--- src/pipePkg.sv ---
// ##########################################################
// pipePkg
// pipeline organisation: memory sizes, memory word indexes
// and the operand forwarding select codes
// ##########################################################
package pipePkg;

    localparam int IMEM_DEPTH = 256;
    localparam int DMEM_DEPTH = 256;

    // word indexes taken from address bits [9:2]
    typedef logic [7:0] imemIdx_t;
    typedef logic [7:0] dmemIdx_t;

    typedef logic [1:0] fwdSel_t;

    // code 3 is never produced
    localparam fwdSel_t FWD_NONE  = 2'd0;
    localparam fwdSel_t FWD_EXMEM = 2'd1;
    localparam fwdSel_t FWD_MEMWB = 2'd2;

endpackage

--- src/isaPkg.sv ---
// ##########################################################
// isaPkg
// instruction-set definitions for the MIPS subset: word and
// field types, opcodes, R-type funct codes, ALU operations
// ##########################################################
package isaPkg;

    typedef logic [31:0] word_t;
    typedef logic [4:0]  regAddr_t;
    typedef logic [5:0]  opcode_t;
    typedef logic [5:0]  funct_t;
    typedef logic [15:0] imm_t;
    typedef logic [2:0]  aluOp_t;

    // primary opcodes in instr[31:26]
    localparam opcode_t OP_RTYPE = 6'h00;
    localparam opcode_t OP_J     = 6'h02;
    localparam opcode_t OP_BEQ   = 6'h04;
    localparam opcode_t OP_BNE   = 6'h05;
    localparam opcode_t OP_ADDI  = 6'h08;
    localparam opcode_t OP_LW    = 6'h23;
    localparam opcode_t OP_SW    = 6'h2B;
    // end of program marker
    localparam opcode_t OP_FIN   = 6'h3F;

    // R-type funct field in instr[5:0]
    localparam funct_t FN_ADD = 6'h20;
    localparam funct_t FN_SUB = 6'h22;
    localparam funct_t FN_AND = 6'h24;
    localparam funct_t FN_OR  = 6'h25;
    localparam funct_t FN_SLT = 6'h2A;

    localparam aluOp_t ALU_ADD = 3'd0;
    localparam aluOp_t ALU_SUB = 3'd1;
    localparam aluOp_t ALU_AND = 3'd2;
    localparam aluOp_t ALU_OR  = 3'd3;
    localparam aluOp_t ALU_SLT = 3'd4;

    // bubble inserted into IF/ID
    localparam word_t NOP_WORD = 32'h0000_0000;

endpackage
--- src/pipeIf.sv ---
// ##########################################################
// idExIf, exMemIf
// pipeline register bundles between decode, execute and
// memory; the hazard unit watches them as a monitor
// ##########################################################
interface idExIf;
    logic regWr, memRd, memWr, memToReg;
    logic beq, bne, jump, aluSrc, regDst, isFin;
    isaPkg::funct_t   funct;
    isaPkg::aluOp_t   aluOp;
    isaPkg::regAddr_t rs, rt, rd;
    isaPkg::word_t    rsVal, rtVal, imm;
    isaPkg::word_t    brTarget, jmpTarget;

    modport producer (output regWr, memRd, memWr, memToReg, beq, bne, jump, aluSrc,
                      regDst, isFin, funct, aluOp, rs, rt, rd, rsVal, rtVal, imm,
                      brTarget, jmpTarget);
    modport consumer (input regWr, memRd, memWr, memToReg, beq, bne, jump, aluSrc,
                      regDst, isFin, funct, aluOp, rs, rt, rd, rsVal, rtVal, imm,
                      brTarget, jmpTarget);
    // load-use detection and forward source matching
    modport monitor (input memRd, rs, rt);
endinterface

interface exMemIf;
    logic regWr, memRd, memWr, memToReg;
    logic beq, bne, jump, isFin;
    logic zero;
    isaPkg::word_t    aluResult, storeData;
    isaPkg::regAddr_t dst;
    isaPkg::word_t    brTarget, jmpTarget;

    modport producer (output regWr, memRd, memWr, memToReg, beq, bne, jump, isFin,
                      zero, aluResult, storeData, dst, brTarget, jmpTarget);
    modport consumer (input regWr, memRd, memWr, memToReg, beq, bne, jump, isFin,
                      zero, aluResult, storeData, dst, brTarget, jmpTarget);
    modport monitor (input regWr, dst);
endinterface

--- src/hazardUnit.sv ---
// ##########################################################
// hazardUnit
// forward selects for the execute operands and load-use
// stall detection against the instruction in decode
// ##########################################################
module hazardUnit (
    input  isaPkg::regAddr_t ifIdRs,
    input  isaPkg::regAddr_t ifIdRt,
    input  logic             wbRegWr,
    input  isaPkg::regAddr_t wbDst,
    idExIf.monitor           idEx,
    exMemIf.monitor          exMem,
    output pipePkg::fwdSel_t fwdA,
    output pipePkg::fwdSel_t fwdB,
    output logic             stall
);

    // newest result first; register 0 is never forwarded
    function automatic pipePkg::fwdSel_t pickFwd(isaPkg::regAddr_t src,
                                                 logic exWr, isaPkg::regAddr_t exDst,
                                                 logic wbWr, isaPkg::regAddr_t wbD);
        if (src == '0)
            return pipePkg::FWD_NONE;
        if (exWr && exDst == src)
            return pipePkg::FWD_EXMEM;
        if (wbWr && wbD == src)
            return pipePkg::FWD_MEMWB;
        return pipePkg::FWD_NONE;
    endfunction

    always_comb begin
        fwdA = pickFwd(idEx.rs, exMem.regWr, exMem.dst, wbRegWr, wbDst);
        fwdB = pickFwd(idEx.rt, exMem.regWr, exMem.dst, wbRegWr, wbDst);
    end

    // a load in execute feeding the instruction in decode
    assign stall = idEx.memRd && idEx.rt != '0 && (idEx.rt == ifIdRs || idEx.rt == ifIdRt);

endmodule

--- src/flat_wrapper.sv ---
// flat-port wrapper written by rule: the top's interface ports become plain ports
module hazardUnit_flat 
  (ifIdRs, ifIdRt, wbRegWr, wbDst, fwdA, fwdB, stall, idEx_memRd, idEx_rs, idEx_rt, exMem_regWr, exMem_dst);
  idExIf idEx_i ();
  exMemIf exMem_i ();
  input  isaPkg::regAddr_t ifIdRs;
  input  isaPkg::regAddr_t ifIdRt;
  input  logic wbRegWr;
  input  isaPkg::regAddr_t wbDst;
  output pipePkg::fwdSel_t fwdA;
  output pipePkg::fwdSel_t fwdB;
  output logic stall;
  input wire logic [$bits(idEx_i.memRd)-1:0] idEx_memRd;
  input wire logic [$bits(idEx_i.rs)-1:0] idEx_rs;
  input wire logic [$bits(idEx_i.rt)-1:0] idEx_rt;
  input wire logic [$bits(exMem_i.regWr)-1:0] exMem_regWr;
  input wire logic [$bits(exMem_i.dst)-1:0] exMem_dst;
  assign idEx_i.memRd = idEx_memRd;
  assign idEx_i.rs = idEx_rs;
  assign idEx_i.rt = idEx_rt;
  assign exMem_i.regWr = exMem_regWr;
  assign exMem_i.dst = exMem_dst;
  hazardUnit u_core (.ifIdRs(ifIdRs), .ifIdRt(ifIdRt), .wbRegWr(wbRegWr), .wbDst(wbDst), .idEx(idEx_i), .exMem(exMem_i), .fwdA(fwdA), .fwdB(fwdB), .stall(stall));
endmodule
--- config.mk ---
export PLATFORM = sky130hd
export DESIGN_NAME = hazardUnit_flat
export DESIGN_NICKNAME = d
export VERILOG_FILES = /design/src/pipePkg.sv /design/src/isaPkg.sv /design/src/pipeIf.sv /design/src/hazardUnit.sv /design/src/flat_wrapper.sv
export SDC_FILE = /design/constraint.sdc
export NUM_CORES = 1
export LEC_CHECK = 0
export ABC_AREA = 1
export BUFFER_PORTS_ARGS = -buffer_cell sky130_fd_sc_hd__buf_4
export CAP_MARGIN = 30
export CORE_AREA = 2 2 39 41
export DETAILED_ROUTE_END_ITERATION = 8
export DIE_AREA = 0 0 41 43
export GPL_ROUTABILITY_DRIVEN = 0
export PLACE_DENSITY = 0.77
export RECOVER_POWER = 25
export SLEW_MARGIN = 40
export SYNTH_ARGS = -nofsm -noshare
export SYNTH_HDL_FRONTEND = slang
export SYNTH_SLANG_ARGS = --single-unit
--- constraint.sdc ---
create_clock -name vclk -period 1.5
set_input_delay 0 -clock vclk [all_inputs]
set_output_delay 0 -clock vclk [all_outputs]
set_load 0.01 [all_outputs]
==> results by group <==
Synthesis
  – Post-Syn Area per Cell: 4.591 um2
  – Synth top cells by count: 44 x nand2_1, 21 x inv_1, 13 x nor2_1, 10 x xnor2_1, 8 x nand3_1
  – Yosys cell types: 16
  – Yosys top cell area share: 0.3128
  – Sequential fraction of the synthesis area: 0
  – Count leader, synth: nand2_1
  – Yosys top cell by area: nand2_1
  – Yosys warning total: 0
  – Synth Net Count: 148
  – Top cells by area, synth: nand2_1 31%, xnor2_1 17%, inv_1 15%, nor2_1 9.2%, nand3_1 7.6%
  – Cell Area, Synth: 528.0 um2
  – Synth Instances: 115

STA
  – FMAX: 1260 MHz
  – Final period util: 0.5293
  – Min Tclk post-route: 794.0 ps
  – Final Hold Violating Endpoints: 0
  – Measured slew at the worst slew-check pin: 229.8 ps
  – Slew margin rel.: 0.8457
  – RSZ-0062 raised after global routing: no
  – Final Slew Violations: 0
  – Setup tns final: 0 ps
  – Final setup vio count: 0

Worst setup path
  – Critical Path Fanout Max: 5
  – Critical path arrival: 790 ps
  – Cell mode on critical path: nor2_1
  – CP Class: input port to output port
  – Worst EP required: 1500 ps
  – CP Capture Type: output port
  – Worst Setup Start Kind: input port
  – Crit-path slowest cell: buf_4
  – Largest stage delay on the critical path: 130 ps
  – Crit path cell chain: buf_4, inv_1, nand3_1, nor2_1, nor2_1, nand2_1, nor2_1, buf_4

Clocking
  – CTS resizes: 0
  – Setup Buffers After CTS: 0
  – Hold buffers post-CTS: 0

Floorplanning
  – Die W: 41 um
  – Core area: 1384 um2
  – Die Y: 43 um
  – Row Count: 14
  – Die Footprint: 1763 um2
  – I/O Pins: 38
  – Starting Density: 0.3816

Detailed routing
  – Antenna Violating Nets Remaining: 0
  – Via-per-instance ratio: 4.655
  – DRC: 0
  – Post-Route WL: 1553 um
  – Iter 0 DRT Violations: 18
  – Wire per inst: 9.244 um
  – First-pass DRT Iterations: 4
  – Via count: 782

Global routing
  – Largest net degree at the start of global routing: 7
  – Antenna violations before repair: 0
  – First-pass GRT wire length: 2559 um
  – Vias in the first global route: 677
  – Gr ovfl total: 0
  – Global Route Usage Sum: 0.1938

Finish
  – Area growth syn-to-layout: 56.16%
  – Fraction of layout cells with a size suffix above 1: 0.2697
  – FF+latch count: 0
  – Net count, final: 187
  – Clock buffer count: 0
  – Core Util, Final: 0.5958
  – Finished Layout Cells: 168
  – Sequential cell area: 0 um2
  – Antenna Cells: 0

Worst hold path
  – WHS Path Cells: 4
  – Hold WC Path Type: input port to output port
  – Hold_sp: idEx_memRd
  – Hold Path Sink: stall

Power
  – Peak VDD IR: 0.1206 mV
  – P_leak: 0.4938 nW
  – Power Density: 254.5 nW/um2

Placement
  – I/O Buffers: 38
  – Dpl cells: 168
  – Post-DP HPWL: 1392 um

Job
  – Max cap viols: 0

Status
  – Status: finished, final reports clean
## logic make-up after synthesis
family	after synthesis	synth area share
AND/OR/NAND/NOR	72	0.5593
buffers and inverters	25	0.1801
XOR/XNOR	11	0.1825
AO/OA/AOI/OAI	7	0.07820
## layout make-up
cell class | count | area [um2]
Fill cell | 161 | 559.3
Timing Repair Buffer | 38 | 281.5
Tap cell | 16 | 20.02
Multi-Input combinational cell | 90 | 432.9
Inverter | 24 | 90.09
## cells in the final DEF (no fill, tap or decap)
cell,netlist,final
nor2_1,13,13
nand3b_1,1,1
nand3_1,8,8
nor3_1,3,3
o21ai_0,2,2
buf_4,0,37
nand2_1,44,44
xnor2_1,10,10
a21oi_2,1,1
clkbuf_1,0,1
nand4_1,3,3
inv_2,3,3
o21ai_1,1,1
a21oi_1,2,2
xor2_1,1,1
o211ai_1,1,1
inv_1,21,21
## through the flow
step                      hold slack (ps)  instance area, um2  power, mW  worst slack [ps]
final                               363.9               824.5     0.2098             706.0
after global routing                389.7               824.5     0.2372             596.6
after CTS                           370.2               828.3     0.2117             700.8
after detailed placement            365.2               828.3     0.2107             703.1
after global placement              381.7               828.3     0.2082             733.7
after floorplan                     124.2               528.0     0.1027             828.8
## critical path, delay by kind of cell
family,cells,cell delay [ps]
buffers and inverters,3,390
AND/OR/NAND/NOR,5,410
## how the worst max path moves through the flow
stage,from,end,slack [ps],cells after the start
6_report,idEx_rt[3],fwdB[1],710,8
5_1_grt,idEx_rs[1],fwdA[1],600,8
4_1_cts,idEx_rt[3],fwdB[1],700,8
3_5_place_dp,idEx_rt[3],fwdB[1],700,8
3_3_place_gp,idEx_rt[3],stall,730,6
2_1_floorplan,idEx_rt[4],fwdB[0],830,4
## report_power, final
| group | switching, mW | internal, mW | total, mW |
|---|---|---|---|
| Sequential | 0 | 0 | 0 |
| Clock | 0 | 0 | 0 |
| Combinational | 0.0991 | 0.111 | 0.210 |
## metal layers
metal / global-route usage / vias to the layer above / wire (um)
met4: 0 / 0 / 0
li1: - / 423 / -
met1: 0.2373 / 340 / 639
met2: 0.3719 / 19 / 833
met3: 0 / 0 / 81
met5: 0 / - / 0
(Power assumes the default switching activity.)
