`src/isaPkg.sv`:
```
// ##########################################################
// isaPkg
// instruction-set definitions for the MIPS subset: word and
// field types, opcodes, R-type funct codes, ALU operations
// ##########################################################
package isaPkg;

    typedef logic [31:0] word_t;
    typedef logic [4:0]  regAddr_t;
    typedef logic [5:0]  opcode_t;
    typedef logic [5:0]  funct_t;
    typedef logic [15:0] imm_t;
    typedef logic [2:0]  aluOp_t;

    // primary opcodes in instr[31:26]
    localparam opcode_t OP_RTYPE = 6'h00;
    localparam opcode_t OP_J     = 6'h02;
    localparam opcode_t OP_BEQ   = 6'h04;
    localparam opcode_t OP_BNE   = 6'h05;
    localparam opcode_t OP_ADDI  = 6'h08;
    localparam opcode_t OP_LW    = 6'h23;
    localparam opcode_t OP_SW    = 6'h2B;
    // end of program marker
    localparam opcode_t OP_FIN   = 6'h3F;

    // R-type funct field in instr[5:0]
    localparam funct_t FN_ADD = 6'h20;
    localparam funct_t FN_SUB = 6'h22;
    localparam funct_t FN_AND = 6'h24;
    localparam funct_t FN_OR  = 6'h25;
    localparam funct_t FN_SLT = 6'h2A;

    localparam aluOp_t ALU_ADD = 3'd0;
    localparam aluOp_t ALU_SUB = 3'd1;
    localparam aluOp_t ALU_AND = 3'd2;
    localparam aluOp_t ALU_OR  = 3'd3;
    localparam aluOp_t ALU_SLT = 3'd4;

    // bubble inserted into IF/ID
    localparam word_t NOP_WORD = 32'h0000_0000;

endpackage
```
`src/pipeIf.sv`:
```
// ##########################################################
// idExIf, exMemIf
// pipeline register bundles between decode, execute and
// memory; the hazard unit watches them as a monitor
// ##########################################################
interface idExIf;
    logic regWr, memRd, memWr, memToReg;
    logic beq, bne, jump, aluSrc, regDst, isFin;
    isaPkg::funct_t   funct;
    isaPkg::aluOp_t   aluOp;
    isaPkg::regAddr_t rs, rt, rd;
    isaPkg::word_t    rsVal, rtVal, imm;
    isaPkg::word_t    brTarget, jmpTarget;

    modport producer (output regWr, memRd, memWr, memToReg, beq, bne, jump, aluSrc,
                      regDst, isFin, funct, aluOp, rs, rt, rd, rsVal, rtVal, imm,
                      brTarget, jmpTarget);
    modport consumer (input regWr, memRd, memWr, memToReg, beq, bne, jump, aluSrc,
                      regDst, isFin, funct, aluOp, rs, rt, rd, rsVal, rtVal, imm,
                      brTarget, jmpTarget);
    // load-use detection and forward source matching
    modport monitor (input memRd, rs, rt);
endinterface


```
`src/decodeStage.sv`:
```
// ##########################################################
// decodeStage
// control decode, register file with writeback bypass,
// immediate extension, branch and jump targets, ID/EX
// ##########################################################
module decodeStage (
    input  logic             clk,
    input  logic             rstN,
    input  isaPkg::word_t    ifIdInstr,
    input  isaPkg::word_t    ifIdPcNext,
    input  logic             stall,
    input  logic             pcLoad,
    input  logic             wbRegWr,
    input  isaPkg::regAddr_t wbDst,
    input  isaPkg::word_t    wbData,
    output isaPkg::regAddr_t ifIdRs,
    output isaPkg::regAddr_t ifIdRt,
    idExIf.producer          idEx
);
    isaPkg::opcode_t  opcode;
    isaPkg::imm_t     imm;
    isaPkg::word_t    immExt;
    isaPkg::word_t    rsVal;
    isaPkg::word_t    rtVal;
    isaPkg::word_t    regs [32];
    isaPkg::aluOp_t   cAluOp;
    logic cRegWr, cMemRd, cMemWr, cMemToReg, cBeq, cBne, cJump, cAluSrc, cRegDst, cIsFin;
    logic bubble;

    assign opcode = ifIdInstr[31:26];
    assign ifIdRs = ifIdInstr[25:21];
    assign ifIdRt = ifIdInstr[20:16];
    assign imm    = ifIdInstr[15:0];
    assign immExt = {{16{imm[15]}}, imm};
    assign bubble = stall || pcLoad;

    always_comb begin
        {cRegWr, cMemRd, cMemWr, cMemToReg, cBeq} = '0;
        {cBne, cJump, cAluSrc, cRegDst, cIsFin} = '0;
        cAluOp = isaPkg::ALU_ADD;
        case (opcode)
            isaPkg::OP_RTYPE: begin
                cRegWr  = 1'b1;
                cRegDst = 1'b1;
            end
            isaPkg::OP_ADDI: begin
                cRegWr  = 1'b1;
                cAluSrc = 1'b1;
            end
            isaPkg::OP_LW: begin
                cRegWr    = 1'b1;
                cMemRd    = 1'b1;
                cMemToReg = 1'b1;
                cAluSrc   = 1'b1;
            end
            isaPkg::OP_SW: begin
                cMemWr  = 1'b1;
                cAluSrc = 1'b1;
            end
            isaPkg::OP_BEQ: begin
                cBeq   = 1'b1;
                cAluOp = isaPkg::ALU_SUB;
            end
            isaPkg::OP_BNE: begin
                cBne   = 1'b1;
                cAluOp = isaPkg::ALU_SUB;
            end
            isaPkg::OP_J:   cJump  = 1'b1;
            isaPkg::OP_FIN: cIsFin = 1'b1;
            default: ;
        endcase
    end

    // register 0 is never written
    always_ff @(posedge clk) begin
        if (wbRegWr && wbDst != '0)
            regs[wbDst] <= wbData;
    end

    // same-cycle writeback is seen by the read
    always_comb begin
        rsVal = (wbRegWr && wbDst == ifIdRs) ? wbData : regs[ifIdRs];
        rtVal = (wbRegWr && wbDst == ifIdRt) ? wbData : regs[ifIdRt];
        if (ifIdRs == '0)
            rsVal = '0;
        if (ifIdRt == '0)
            rtVal = '0;
    end

    always_ff @(posedge clk or negedge rstN) begin
        if (!rstN) begin
            {idEx.regWr, idEx.memRd, idEx.memWr, idEx.memToReg, idEx.beq} <= '0;
            {idEx.bne, idEx.jump, idEx.aluSrc, idEx.regDst, idEx.isFin} <= '0;
        end else begin
            idEx.regWr    <= cRegWr && !bubble;
            idEx.memRd    <= cMemRd && !bubble;
            idEx.memWr    <= cMemWr && !bubble;
            idEx.memToReg <= cMemToReg && !bubble;
            idEx.beq      <= cBeq && !bubble;
            idEx.bne      <= cBne && !bubble;
            idEx.jump     <= cJump && !bubble;
            idEx.aluSrc   <= cAluSrc && !bubble;
            idEx.regDst   <= cRegDst && !bubble;
            idEx.isFin    <= cIsFin && !bubble;
        end
    end

    always_ff @(posedge clk) begin
        idEx.funct     <= ifIdInstr[5:0];
        idEx.aluOp     <= cAluOp;
        idEx.rs        <= ifIdRs;
        idEx.rt        <= ifIdRt;
        idEx.rd        <= ifIdInstr[15:11];
        idEx.rsVal     <= rsVal;
        idEx.rtVal     <= rtVal;
        idEx.imm       <= immExt;
        idEx.brTarget  <= ifIdPcNext + {immExt[29:0], 2'b00};
        idEx.jmpTarget <= {ifIdPcNext[31:28], ifIdInstr[25:0], 2'b00};
    end

    // a writeback aimed at register 0 never reaches a read of it
    zeroRegFixed: assert property (@(posedge clk) disable iff (!rstN)
        (wbRegWr && wbDst == '0) |->
            (ifIdRs != '0 || rsVal == '0) && (ifIdRt != '0 || rtVal == '0));

endmodule

```
`src/flat_wrapper.sv`:
```
// flat-port wrapper written by rule: the top's interface ports become plain ports
module decodeStage_flat 
  (clk, rstN, ifIdInstr, ifIdPcNext, stall, pcLoad, wbRegWr, wbDst, wbData, ifIdRs, ifIdRt, idEx_regWr, idEx_memRd, idEx_memWr, idEx_memToReg, idEx_beq, idEx_bne, idEx_jump, idEx_aluSrc, idEx_regDst, idEx_isFin, idEx_funct, idEx_aluOp, idEx_rs, idEx_rt, idEx_rd, idEx_rsVal, idEx_rtVal, idEx_imm, idEx_brTarget, idEx_jmpTarget);
  idExIf idEx_i ();
  input  logic clk;
  input  logic rstN;
  input  isaPkg::word_t ifIdInstr;
  input  isaPkg::word_t ifIdPcNext;
  input  logic stall;
  input  logic pcLoad;
  input  logic wbRegWr;
  input  isaPkg::regAddr_t wbDst;
  input  isaPkg::word_t wbData;
  output isaPkg::regAddr_t ifIdRs;
  output isaPkg::regAddr_t ifIdRt;
  output wire logic [$bits(idEx_i.regWr)-1:0] idEx_regWr;
  output wire logic [$bits(idEx_i.memRd)-1:0] idEx_memRd;
  output wire logic [$bits(idEx_i.memWr)-1:0] idEx_memWr;
  output wire logic [$bits(idEx_i.memToReg)-1:0] idEx_memToReg;
  output wire logic [$bits(idEx_i.beq)-1:0] idEx_beq;
  output wire logic [$bits(idEx_i.bne)-1:0] idEx_bne;
  output wire logic [$bits(idEx_i.jump)-1:0] idEx_jump;
  output wire logic [$bits(idEx_i.aluSrc)-1:0] idEx_aluSrc;
  output wire logic [$bits(idEx_i.regDst)-1:0] idEx_regDst;
  output wire logic [$bits(idEx_i.isFin)-1:0] idEx_isFin;
  output wire logic [$bits(idEx_i.funct)-1:0] idEx_funct;
  output wire logic [$bits(idEx_i.aluOp)-1:0] idEx_aluOp;
  output wire logic [$bits(idEx_i.rs)-1:0] idEx_rs;
  output wire logic [$bits(idEx_i.rt)-1:0] idEx_rt;
  output wire logic [$bits(idEx_i.rd)-1:0] idEx_rd;
  output wire logic [$bits(idEx_i.rsVal)-1:0] idEx_rsVal;
  output wire logic [$bits(idEx_i.rtVal)-1:0] idEx_rtVal;
  output wire logic [$bits(idEx_i.imm)-1:0] idEx_imm;
  output wire logic [$bits(idEx_i.brTarget)-1:0] idEx_brTarget;
  output wire logic [$bits(idEx_i.jmpTarget)-1:0] idEx_jmpTarget;
  assign idEx_regWr = idEx_i.regWr;
  assign idEx_memRd = idEx_i.memRd;
  assign idEx_memWr = idEx_i.memWr;
  assign idEx_memToReg = idEx_i.memToReg;
  assign idEx_beq = idEx_i.beq;
  assign idEx_bne = idEx_i.bne;
  assign idEx_jump = idEx_i.jump;
  assign idEx_aluSrc = idEx_i.aluSrc;
  assign idEx_regDst = idEx_i.regDst;
  assign idEx_isFin = idEx_i.isFin;
  assign idEx_funct = idEx_i.funct;
  assign idEx_aluOp = idEx_i.aluOp;
  assign idEx_rs = idEx_i.rs;
  assign idEx_rt = idEx_i.rt;
  assign idEx_rd = idEx_i.rd;
  assign idEx_rsVal = idEx_i.rsVal;
  assign idEx_rtVal = idEx_i.rtVal;
  assign idEx_imm = idEx_i.imm;
  assign idEx_brTarget = idEx_i.brTarget;
  assign idEx_jmpTarget = idEx_i.jmpTarget;
  decodeStage u_core (.clk(clk), .rstN(rstN), .ifIdInstr(ifIdInstr), .ifIdPcNext(ifIdPcNext), .stall(stall), .pcLoad(pcLoad), .wbRegWr(wbRegWr), .wbDst(wbDst), .wbData(wbData), .ifIdRs(ifIdRs), .ifIdRt(ifIdRt), .idEx(idEx_i));
endmodule
```
`config.mk`:
```
export PLATFORM = sky130hd
export DESIGN_NAME = decodeStage_flat
export DESIGN_NICKNAME = d
export VERILOG_FILES = /design/src/isaPkg.sv /design/src/pipeIf.sv /design/src/decodeStage.sv /design/src/flat_wrapper.sv
export SDC_FILE = /design/constraint.sdc
export NUM_CORES = 1
export LEC_CHECK = 0
export BUFFER_PORTS_ARGS = -buffer_cell sky130_fd_sc_hd__buf_2
export CELL_PAD_IN_SITES_DETAIL_PLACEMENT = 0
export CELL_PAD_IN_SITES_GLOBAL_PLACEMENT = 1
export CORE_MARGIN = 2
export CORE_UTILIZATION = 25
export CTS_CLUSTER_SIZE = 28
export DETAILED_ROUTE_END_ITERATION = 8
export GPL_TIMING_DRIVEN = 0
export PLACE_DENSITY_LB_ADDON = 0.1
export SYNTH_ARGS = -nofsm -noshare
export SYNTH_HDL_FRONTEND = slang
export SYNTH_SLANG_ARGS = --single-unit
```
`constraint.sdc`:
```
create_clock -name clk -period 3.37 [get_ports clk]
set_clock_uncertainty 0.1 [all_clocks]
set_input_delay 0.674 -clock clk [delete_from_list [all_inputs] [get_ports clk]]
set_output_delay 0.674 -clock clk [all_outputs]
set_load 0.01 [all_outputs]
```
==> results.toml, run 1 <==
[critical_path]
cp_data_arrival_time_ps = 3890
required_ps = 3840
crit_slowest_cell = "buf_1"
endpoint_kind = "register"
start_kind = "input pin"
crit_top_cell = "buf_2"
path_class = "in2reg"
ff2ff_setup_slack_ps = 1160
cpPeakStageDelay_ps = 880
crit_chain = "buf_2, buf_2, buf_2, buf_1, mux4_2, mux4_2, nand2_1, o211ai_2"
crit_fanout = 10

[timing]
setup_viol = 4
fin_ws_ps = -44.1
tns_ps = -117
post-route-min-period_ps = 3410
timing.fmax_mhz = 293
hold_viol = 0
whs_ps = 82.8
grt_setup_unrepaired = "no"
worstMarginPinSlew_ps = 1400
period_share_pct = 101
maxSlewViolCount = 0
slew_headroom_pct = 6.86

[route]
drt_wl_total_um = 194000
vias = 29800
first_iter_violations = 2586
wl_per_cell_um = 31.7
route.detailed.vias_per_inst = 4.86
dr.pass1.iters = 9
post-route-drc-count = 0
final_antenna_net_count = 0

[layout]
area_growth_pct = 21.9
drive_gt1_share_pct = 45.0
filler_cell_count = 20600
nets = 3308
seq_area_um2 = 33500
instances_no_fill = 6116
multiInputGateArea_um2 = 18500

[yosys]
synth.largest_area_cell = "edfxtp_1"
synth_most_common_cell = "edfxtp_1"
synth_common_cells = "edfxtp_1 (1024), mux4_2 (640), nand2_1 (147), dfxtp_1 (127), buf_4 (85)"
async_flop_share_pct = 0.776
yosysWarnings = 0
synthCells = 2611
synth.distinct_cells = 57
synthTopCellsByArea = "edfxtp_1 (58%), mux4_2 (27%), dfxtp_1 (4.8%), o211ai_2 (1.4%), buf_4 (1.2%)"
synth_top_area_share_pct = 57.8
synth.yosys.seq_area_share_pct = 63.0
synth_ff_type = "edfxtp_1"
ys_seq_elements = 1160
synth_edf_count = 1024
syn_avg_cell_area_um2 = 20.4
syn-cell-area_um2 = 53200

[cts]
cts.reportedPaths.clkPinSlew_ps = 60
cts_root_buf = "clkbuf_16"
post_cts_buffers = 0
clock_latency_ps = 800
htree_levels = 4
cts_inserted_buffers = 145
cts_max_path_buffers = 3
cts_sinks = 1160
cts_tree = "yes"

[die]
dieWidth_um = 465
design.core.area_um2 = 212000
dieHeight_um = 465
ioPinCount = 310
rows = 169
start_util_pct = 25.1
fp.dieArea_um2 = 217000

[pwr]
power.density_nw_per_um2 = 556
ir_drop_mv = 0.412
p_total_w = 0.0361
p_leak_nw = 21.3

[placement]
place_ws_ps = -1800
dp.cells = 5811
hpwl_um = 138000
gp_congestion = 0.785
port_buffers = 299

[run_status]
outcome = "finished with violations"
violations = "negative setup slack"

[global_routing]
antenna_found_initial = 13
grt_max_degree = 35
grt_pass1_wl_um = 264000
grt_overflow_total = 0
grt.total_usage_pct = 17.7
grt_pass1_vias = 32300

[run]
max_cap_viol_count = 0

[hold_path]
hold_path.class = "in2reg"
==> cell usage in the layout, fill, tap and decap left out, types with 15 or more instances in the layout <==
cell type / synthesis / final
nand2b_1: 65 / 65
bufinv_16: 0 / 17
nor2_4: 0 / 31
o211ai_2: 60 / 60
a21o_1: 15 / 15
ha_1: 29 / 29
buf_2: 40 / 339
xnor2_1: 24 / 24
a21oi_1: 29 / 29
buf_4: 85 / 85
clkbuf_16: 0 / 153
edfxtp_1: 1024 / 1024
clkinv_2: 0 / 26
mux4_2: 640 / 640
conb_1: 1 / 36
buf_12: 0 / 37
clkinv_1: 0 / 18
nor2_1: 50 / 19
clkbuf_1: 76 / 93
dfxtp_1: 127 / 127
buf_1: 24 / 19
dlygate4sd3_1: 0 / 36
buf_6: 32 / 32
nand2_1: 147 / 147
==> cell type report <==
type | count | share of cell area, %
plain buffers | 256 | 2.48
multi-input cells | 1221 | 28.5
well taps | 2821 | 5.44
clock inverters | 81 | 1.41
repair buffers | 380 | 4.34
clock buffers | 184 | 6.14
flip-flops and latches | 1160 | 51.6
diodes | 5 | 0.0193
inverters | 8 | 0.0463
==> where the power goes <==
part,switching [W],leakage [nW],internal [W],total (W)
Clock,0.00644,2.41,0.00971,0.0161
Sequential,0.000146,10.4,0.0160,0.0162
Combinational,0.00221,8.48,0.00157,0.00378
==> critical path: cells and delay by family <==
family / cells / cell delay, ps
AO/OA/AOI/OAI: 1 / 230
buffers and inverters: 4 / 1910
AND/OR/NAND/NOR: 1 / 110
multiplexers: 2 / 930
==> path summary, 6_finish.rpt <==
path / startpoint / to / cells past startpoint
min in group asynchronous: rstN / u_core.idEx.memWr$_DFF_PN0_ / 2
max in group asynchronous: rstN / u_core.idEx.bne$_DFF_PN0_ / 2
worst max-delay path: ifIdInstr[17] / u_core.idEx.rtVal[5]$_SDFF_PN0_ / 8
worst min register to register: u_core.regs[14][15]$_DFFE_PP_ / u_core.idEx.rtVal[15]$_SDFF_PN0_ / 4
worst min-delay path: ifIdInstr[27] / u_core.idEx.jump$_DFF_PN0_ / 2
worst max register to register: u_core.regs[27][17]$_DFFE_PP_ / u_core.idEx.rtVal[17]$_SDFF_PN0_ / 4
==> state kept, by name, indices dropped and copies added (netlist names) <==
name and cells:
u_core.regs 1024, u_core.idEx.jmpTarget 7, u_core.idEx.rt 4, u_core.idEx.aluOp 1, u_core.idEx.aluSrc 1, u_core.idEx.brTarget 32
u_core.idEx.rtVal 32, u_core.idEx.rs 4, u_core.idEx.memRd 1, u_core.idEx.funct 5, u_core.idEx.memWr 1, u_core.idEx.beq 1
u_core.idEx.regDst 1, u_core.idEx.rd 4, u_core.idEx.isFin 1, u_core.idEx.regWr 1, u_core.idEx.imm 6, u_core.idEx.jump 1
u_core.idEx.bne 1, u_core.idEx.rsVal 32
==> routing by layer <==
metal | track usage [%] | wire length [um] | up-vias
met1 | 21.9 | 78000 | 16300
met3 | 2.90 | 9360 | 294
met2 | 31.2 | 99700 | 959
met5 | 0 | 12 | -
met4 | 6.36 | 6590 | 2
li1 | - | - | 12200
==> cell families (layout without fill, tap and decap cells) <==
kind of cell             Yosys count  count (layout)  synth area share [%]
buffers and inverters            265             909                  3.01
multiplexers                     640             640                  27.1
flip-flops                      1160            1160                  63.0
adder cells (fa/ha/maj)           30              30                 0.719
other                              1              41               0.00704
AO/OA/AOI/OAI                    156             156                  2.63
XOR/XNOR                          37              37                 0.609
AND/OR/NAND/NOR                  322             322                  2.99
==> what timing repair did <==
| action | 4_1_cts | 5_1_grt |
|---|---|---|
| endpoints found under the setup margin | 45 | 11 |
| endpoints found under the hold margin | 45 | 0 |
| pin swaps | 0 | 0 |
| resized for setup | 11 | 12 |
| hold buffers | 36 | 0 |
==> metrics by stage <==
step           utilization (%)  area (um^2)
6_report                  30.6        64900
3_5_place_dp              28.1        59600
3_3_place_gp              27.6        58400
4_1_cts                   30.6        64900
2_1_floorplan                -        53400
5_1_grt                   30.6        64900
(Power assumes the default switching activity.)
==> inputs of run 2 (changes only) <==
Settings changed: CELL_PAD_IN_SITES_DETAIL_PLACEMENT 0 to not set, CELL_PAD_IN_SITES_GLOBAL_PLACEMENT 1 to not set, GPL_TIMING_DRIVEN 0 to 1, PLACE_DENSITY_LB_ADDON 0.1 to not set, TNS_END_PERCENT set to 10.
==> run 2 against run 1 <==
  * The flow now finishes without violations
  * Critical path depth up 4
  * Via count down 1.8%
  * Cell area down 2.0%
  * Clock power down 9%
  * Utilization down 0.62 points
  * Critical endpoint is now u_core.idEx.brTarget[28]$_DFF_P_
  * Highest routed layer unchanged
  * Sequential power about the same
  * Worst hold slack worse by 37 ps
  * Global-route usage down 3.2 points
  * First-iteration DRC count up 19%
  * Critical path type unchanged
==> results.toml, run 2 (synthesis results as in run 1) <==
[die]
dieWidth_um = 465
design.core.area_um2 = 212000
start_util_pct = 25.1
dieHeight_um = 465
rows = 169
fp.dieArea_um2 = 217000
ioPinCount = 310

[placement]
placed_cell_area_um2 = 58900
hpwl_um = 94700
gp_congestion = 0.806
port_buffers = 305

[critical_path]
cpPeakStageDelay_ps = 540
worst-path-buf-inv = 3
cp_data_arrival_time_ps = 3510
start_kind = "input pin"
crit_chain = "dlygate4sd3_1, buf_2, ha_1, inv_1, fa_1, nor2b_1, o2111ai_1, a21oi_1, o211ai_1, a21oi_1, a31oi_1, xnor2_1"
crit_family = "compound AO/OA/AOI/OAI gates"
path_class = "in2reg"
crit_slowest_cell = "dlygate4sd3_1"
endpoint_kind = "register"
ff2ff_setup_slack_ps = 1500
required_ps = 3930
worst-path-stages = 12
crit_fanout = 3
ff2ff_path_depth = 4
r2r_end = "u_core.idEx.rsVal[3]$_SDFF_PN0_"
worstReg2RegStart = "u_core.regs[15][3]$_DFFE_PP_"
crit_top_cell = "a21oi_1"

[route]
drt_wl_total_um = 160000
first_iter_violations = 3080
vias = 29200
post-route-drc-count = 0
route.detailed.vias_per_inst = 4.93
wl_per_cell_um = 27.0
dr.pass1.iters = 7
final_antenna_net_count = 0

[cts]
post_cts_buffers = 0
cts_tree = "yes"
cts_root_buf = "clkbuf_16"
hold_buffers = 27
cts.reportedPaths.clkPinSlew_ps = 60
cts_resized = 0
cts_inserted_buffers = 134
htree_levels = 4
cts_sinks = 1160
clock_latency_ps = 770
cts_max_path_buffers = 3

[run]
max_cap_viol_count = 0

[layout]
seq_area_um2 = 33500
fin_area_um2 = 63600
layout_commonest_cell = "edfxtp_1"
filler_cell_count = 20600
largest_reg_flops = 1024
nets = 3130
drive_gt1_share_pct = 44.7
layout_common_cells = "edfxtp_1 (1024), mux4_2 (640), buf_2 (297)"
regMostFlops = "u_core.regs"
multiInputGateArea_um2 = 18500
area_growth_pct = 19.5

[global_routing]
grt_pass1_vias = 30100
grt.total_usage_pct = 14.5
grt_pass1_wl_um = 225000
antenna_found_initial = 25
grt_overflow_total = 0
grt_max_degree = 73

[pwr]
power.density_nw_per_um2 = 538
ir_drop_mv = 0.512
p_leak_nw = 20.7

[timing]
tns_ps = 0
hold_viol = 0
slew_headroom_pct = 37.9
period_share_pct = 87.7
grt_setup_unrepaired = "no"
timing.fmax_mhz = 338
setup_viol = 0
maxSlewViolCount = 0
post-route-min-period_ps = 2960
worstMarginPinSlew_ps = 932

[hold_path]
hold_depth = 1
hold_end = "u_core.idEx.rs[1]$_DFF_P_"
hold_path.class = "in2reg"
hp-start = "ifIdInstr[22]"

[run_status]
outcome = "completed"
-- run 2: changes by cell type in the layout (fill, tap and decap cells not counted), sizes merged, moves of 4 or more --
cell           change
inv                -4
bufinv            -10
buf               -78
dlygate4sd3        -9
clkinv            -10
clkdlybuf4s15      -4
clkbuf            -72
-- run 2: cell type report --
cell class	count	area share [%]
Sequential cell	1160	52.7
Timing Repair Buffer	469	5.63
Antenna cell	3	0.0118
Clock inverter	58	0.997
Inverter	8	0.0472
Clock buffer	188	5.98
Tap cell	2821	5.55
Multi-Input combinational cell	1221	29.1
-- run 2: how the worst max path moves through the flow --
stage                  start                               end
2_1_floorplan       wbDst[2]      u_core.regs[12][0]$_DFFE_PP_
3_3_place_gp   ifIdInstr[20]  u_core.idEx.rtVal[17]$_SDFF_PN0_
3_5_place_dp   ifIdInstr[20]  u_core.idEx.rtVal[22]$_SDFF_PN0_
4_1_cts         ifIdInstr[0]  u_core.idEx.brTarget[28]$_DFF_P_
5_1_grt         ifIdInstr[0]  u_core.idEx.brTarget[24]$_DFF_P_
6_report        ifIdInstr[0]  u_core.idEx.brTarget[28]$_DFF_P_
-- run 2: stage by stage --
| step | worst slack, ps | power (W) | cells | util [%] | hold WS, ps |
|---|---|---|---|---|---|
| after global routing | 261 | 0.0354 | 5926 | 30.0 | 5.38 |
| after detailed placement | 208 | 0.0199 | 5652 | 27.8 | 430 |
| final | 414 | 0.0342 | 5928 | 30.0 | 46.2 |
| after floorplan | -62.0 | 0.0185 | 2646 | - | 278 |
| after CTS | 515 | 0.0346 | 5925 | 30.0 | 1.60 |
| after global placement | 181 | 0.0198 | 5652 | 27.8 | 429 |
-- run 2: per-layer routing --
| metal | up-vias | track usage [%] | wire [um] |
|---|---|---|---|
| li1 | 11800 | - | - |
| met1 | 15800 | 18.2 | 62500 |
| met2 | 1314 | 25.5 | 82000 |
| met3 | 286 | 2.66 | 11100 |
| met4 | 4 | 4.40 | 4720 |
| met5 | - | 0 | 27 |
-- run 2: power breakdown --
group | switching [W] | internal, W
sequential | 0.000242 | 0.0160
clock | 0.00618 | 0.00851
combinational | 0.00174 | 0.00151
==> inputs of run 3 (changes only) <==
Settings changed: CELL_PAD_IN_SITES_DETAIL_PLACEMENT set to 0, CELL_PAD_IN_SITES_GLOBAL_PLACEMENT set to 2, GPL_TIMING_DRIVEN 1 to 0, PLACE_DENSITY_LB_ADDON set to 0.1.
==> run 3 against run 2 <==
  * The run now ends with negative setup slack left
  * Count of clock-buffer cells in the layout up 9
  * Via count grew 1.8%
  * Cell area increased by 2.3%
  * Die area unchanged
  * Non-clock buffer count increased by 173
  * Total power grew 4.2%
  * Global-route usage rose by 3.3 points
  * Critical path depth is 4 lower
  * Critical path type unchanged
  * Largest cell class unchanged
  * Largest power group unchanged
==> results.toml, run 3 (synthesis results as in run 1) <==
[run_status]
outcome = "finished with violations"
violations = "negative setup slack"

[critical_path]
crit_path_end = "u_core.idEx.rsVal[0]$_SDFF_PN0_"
r2r_end = "u_core.idEx.rtVal[31]$_SDFF_PN0_"
path_class = "in2reg"
cp_data_arrival_time_ps = 3920
ff2ff_setup_slack_ps = 1150
worstReg2RegStart = "u_core.regs[23][31]$_DFFE_PP_"
endpoint_kind = "register"
crit_chain = "buf_2, buf_2, clkbuf_1, buf_1, mux4_2, mux4_2, nand2b_1, o211ai_1"
cpPeakStageDelay_ps = 950
worst-path-buf-inv = 4
crit_slowest_cell = "buf_1"
crit_fanout = 10
ff2ff_path_depth = 4
required_ps = 3850
worst-path-stages = 8
startpoint = "ifIdInstr[22]"
start_kind = "input pin"
crit_family = "buffers and inverters"

[route]
vias = 29700
final_antenna_net_count = 0
drt_wl_total_um = 195000
dr.pass1.iters = 7
route.detailed.vias_per_inst = 4.85
wl_per_cell_um = 31.8
post-route-drc-count = 0
first_iter_violations = 2472

[global_routing]
antenna_found_initial = 12
met1_usage_pct = 23.9
grtUsageMet2_pct = 29.8
grt.busiest_layer = "met2"
use_met3_pct = 2.77
grt_pass1_vias = 31900
grt.total_usage_pct = 17.8
grt_pass1_wl_um = 264000
grt_overflow_total = 0
grt_max_degree = 35

[cts]
cts_sinks = 1160
post_cts_buffers = 0
cts_tree = "yes"
clock_latency_ps = 820
cts_root_buf = "clkbuf_16"
cts_inserted_buffers = 146
cts.reportedPaths.clkPinSlew_ps = 60
htree_levels = 4
cts_max_path_buffers = 3

[die]
ioPinCount = 310
rows = 169
dieWidth_um = 465
start_util_pct = 25.1
dieHeight_um = 465
design.core.area_um2 = 212000
fp.dieArea_um2 = 217000

[placement]
port_buffers = 299
gp_congestion = 0.766
dp.cells = 5818
hpwl_um = 139000

[layout]
final_core_utilization_pct = 30.7
largest_reg_flops = 1024
instances_no_fill = 6127
nets = 3315
regMostFlops = "u_core.regs"
layout_common_cells = "edfxtp_1 (1024), mux4_2 (640), buf_2 (339)"
area_growth_pct = 22.2
layout_commonest_cell = "edfxtp_1"
drive_gt1_share_pct = 45.2

[timing]
post-route-min-period_ps = 3430
fin_ws_ps = -64.2
timing.fmax_mhz = 291
worstMarginPinSlew_ps = 1390
setup_viol = 2
slew_headroom_pct = 7.23
period_share_pct = 102
grt_setup_unrepaired = "yes"
maxSlewViolCount = 0
hold_viol = 0

[hold_path]
hold_path.class = "in2reg"

[pwr]
power.density_nw_per_um2 = 548
p_leak_nw = 21.4
ir_drop_mv = 0.530

[run]
max_cap_viol_count = 0
==> run 3: layout make-up <==
type	instances	area (um^2)
fillers	20600	147000
flip-flops and latches	1160	33500
multi-input cells	1221	18500
clock buffers	197	3970
well taps	2821	3530
repair buffers	387	3030
plain buffers	255	1630
clock inverters	70	851
inverters	8	30.0
diodes	8	20.0
==> run 3: layer usage <==
metal	vias to the layer above	wire length [um]
met4	4	5210
met1	16300	84800
met5	-	30
li1	12200	-
met3	245	9160
met2	961	95600
==> run 3: stage by stage <==
step	area, um^2	TNS [ps]	total power [W]	hold WS (ps)	setup WS, ps
floorplan	53400	-12960	0.0185	278	-62.0
global placement	58400	-2596590	0.0202	426	-2910
detailed placement	59800	-89930	0.0203	433	-1370
CTS	65000	-26.9	0.0363	3.82	-19.0
global route	65000	-119	0.0369	22.7	-35.6
finish	65100	-101	0.0357	85.4	-64.2
==> run 3: what timing repair did <==
action / in CTS / in global routing
endpoints found under the setup margin: 29 / 14
resized for setup: 23 / 8
cloned: 0 / 0
hold buffers: 35 / 0
hold endpoints to repair: 43 / 0
==> run 3: where the power goes <==
part | internal, W | switching, W
registers | 0.0160 | 0.000138
logic | 0.00158 | 0.00219
clock network | 0.00916 | 0.00657
==> run 3: worst min path at each step <==
stage,from,end,slack [ps],cells past startpoint
floorplan,rstN,u_core.idEx.aluSrc$_DFF_PN0_,280,0
global route,ifIdInstr[23],u_core.idEx.rs[2]$_DFF_P_,20,1
global placement,rstN,u_core.idEx.memRd$_DFF_PN0_,430,1
finish,stall,u_core.idEx.bne$_DFF_PN0_,90,3
CTS,stall,u_core.idEx.bne$_DFF_PN0_,4,3
detailed placement,rstN,u_core.idEx.bne$_DFF_PN0_,430,1
==> run 3: tightest hold or removal path, stage by stage <==
cell,delay [ps]
buf_2,70
nor2_1,50
and3_1,160
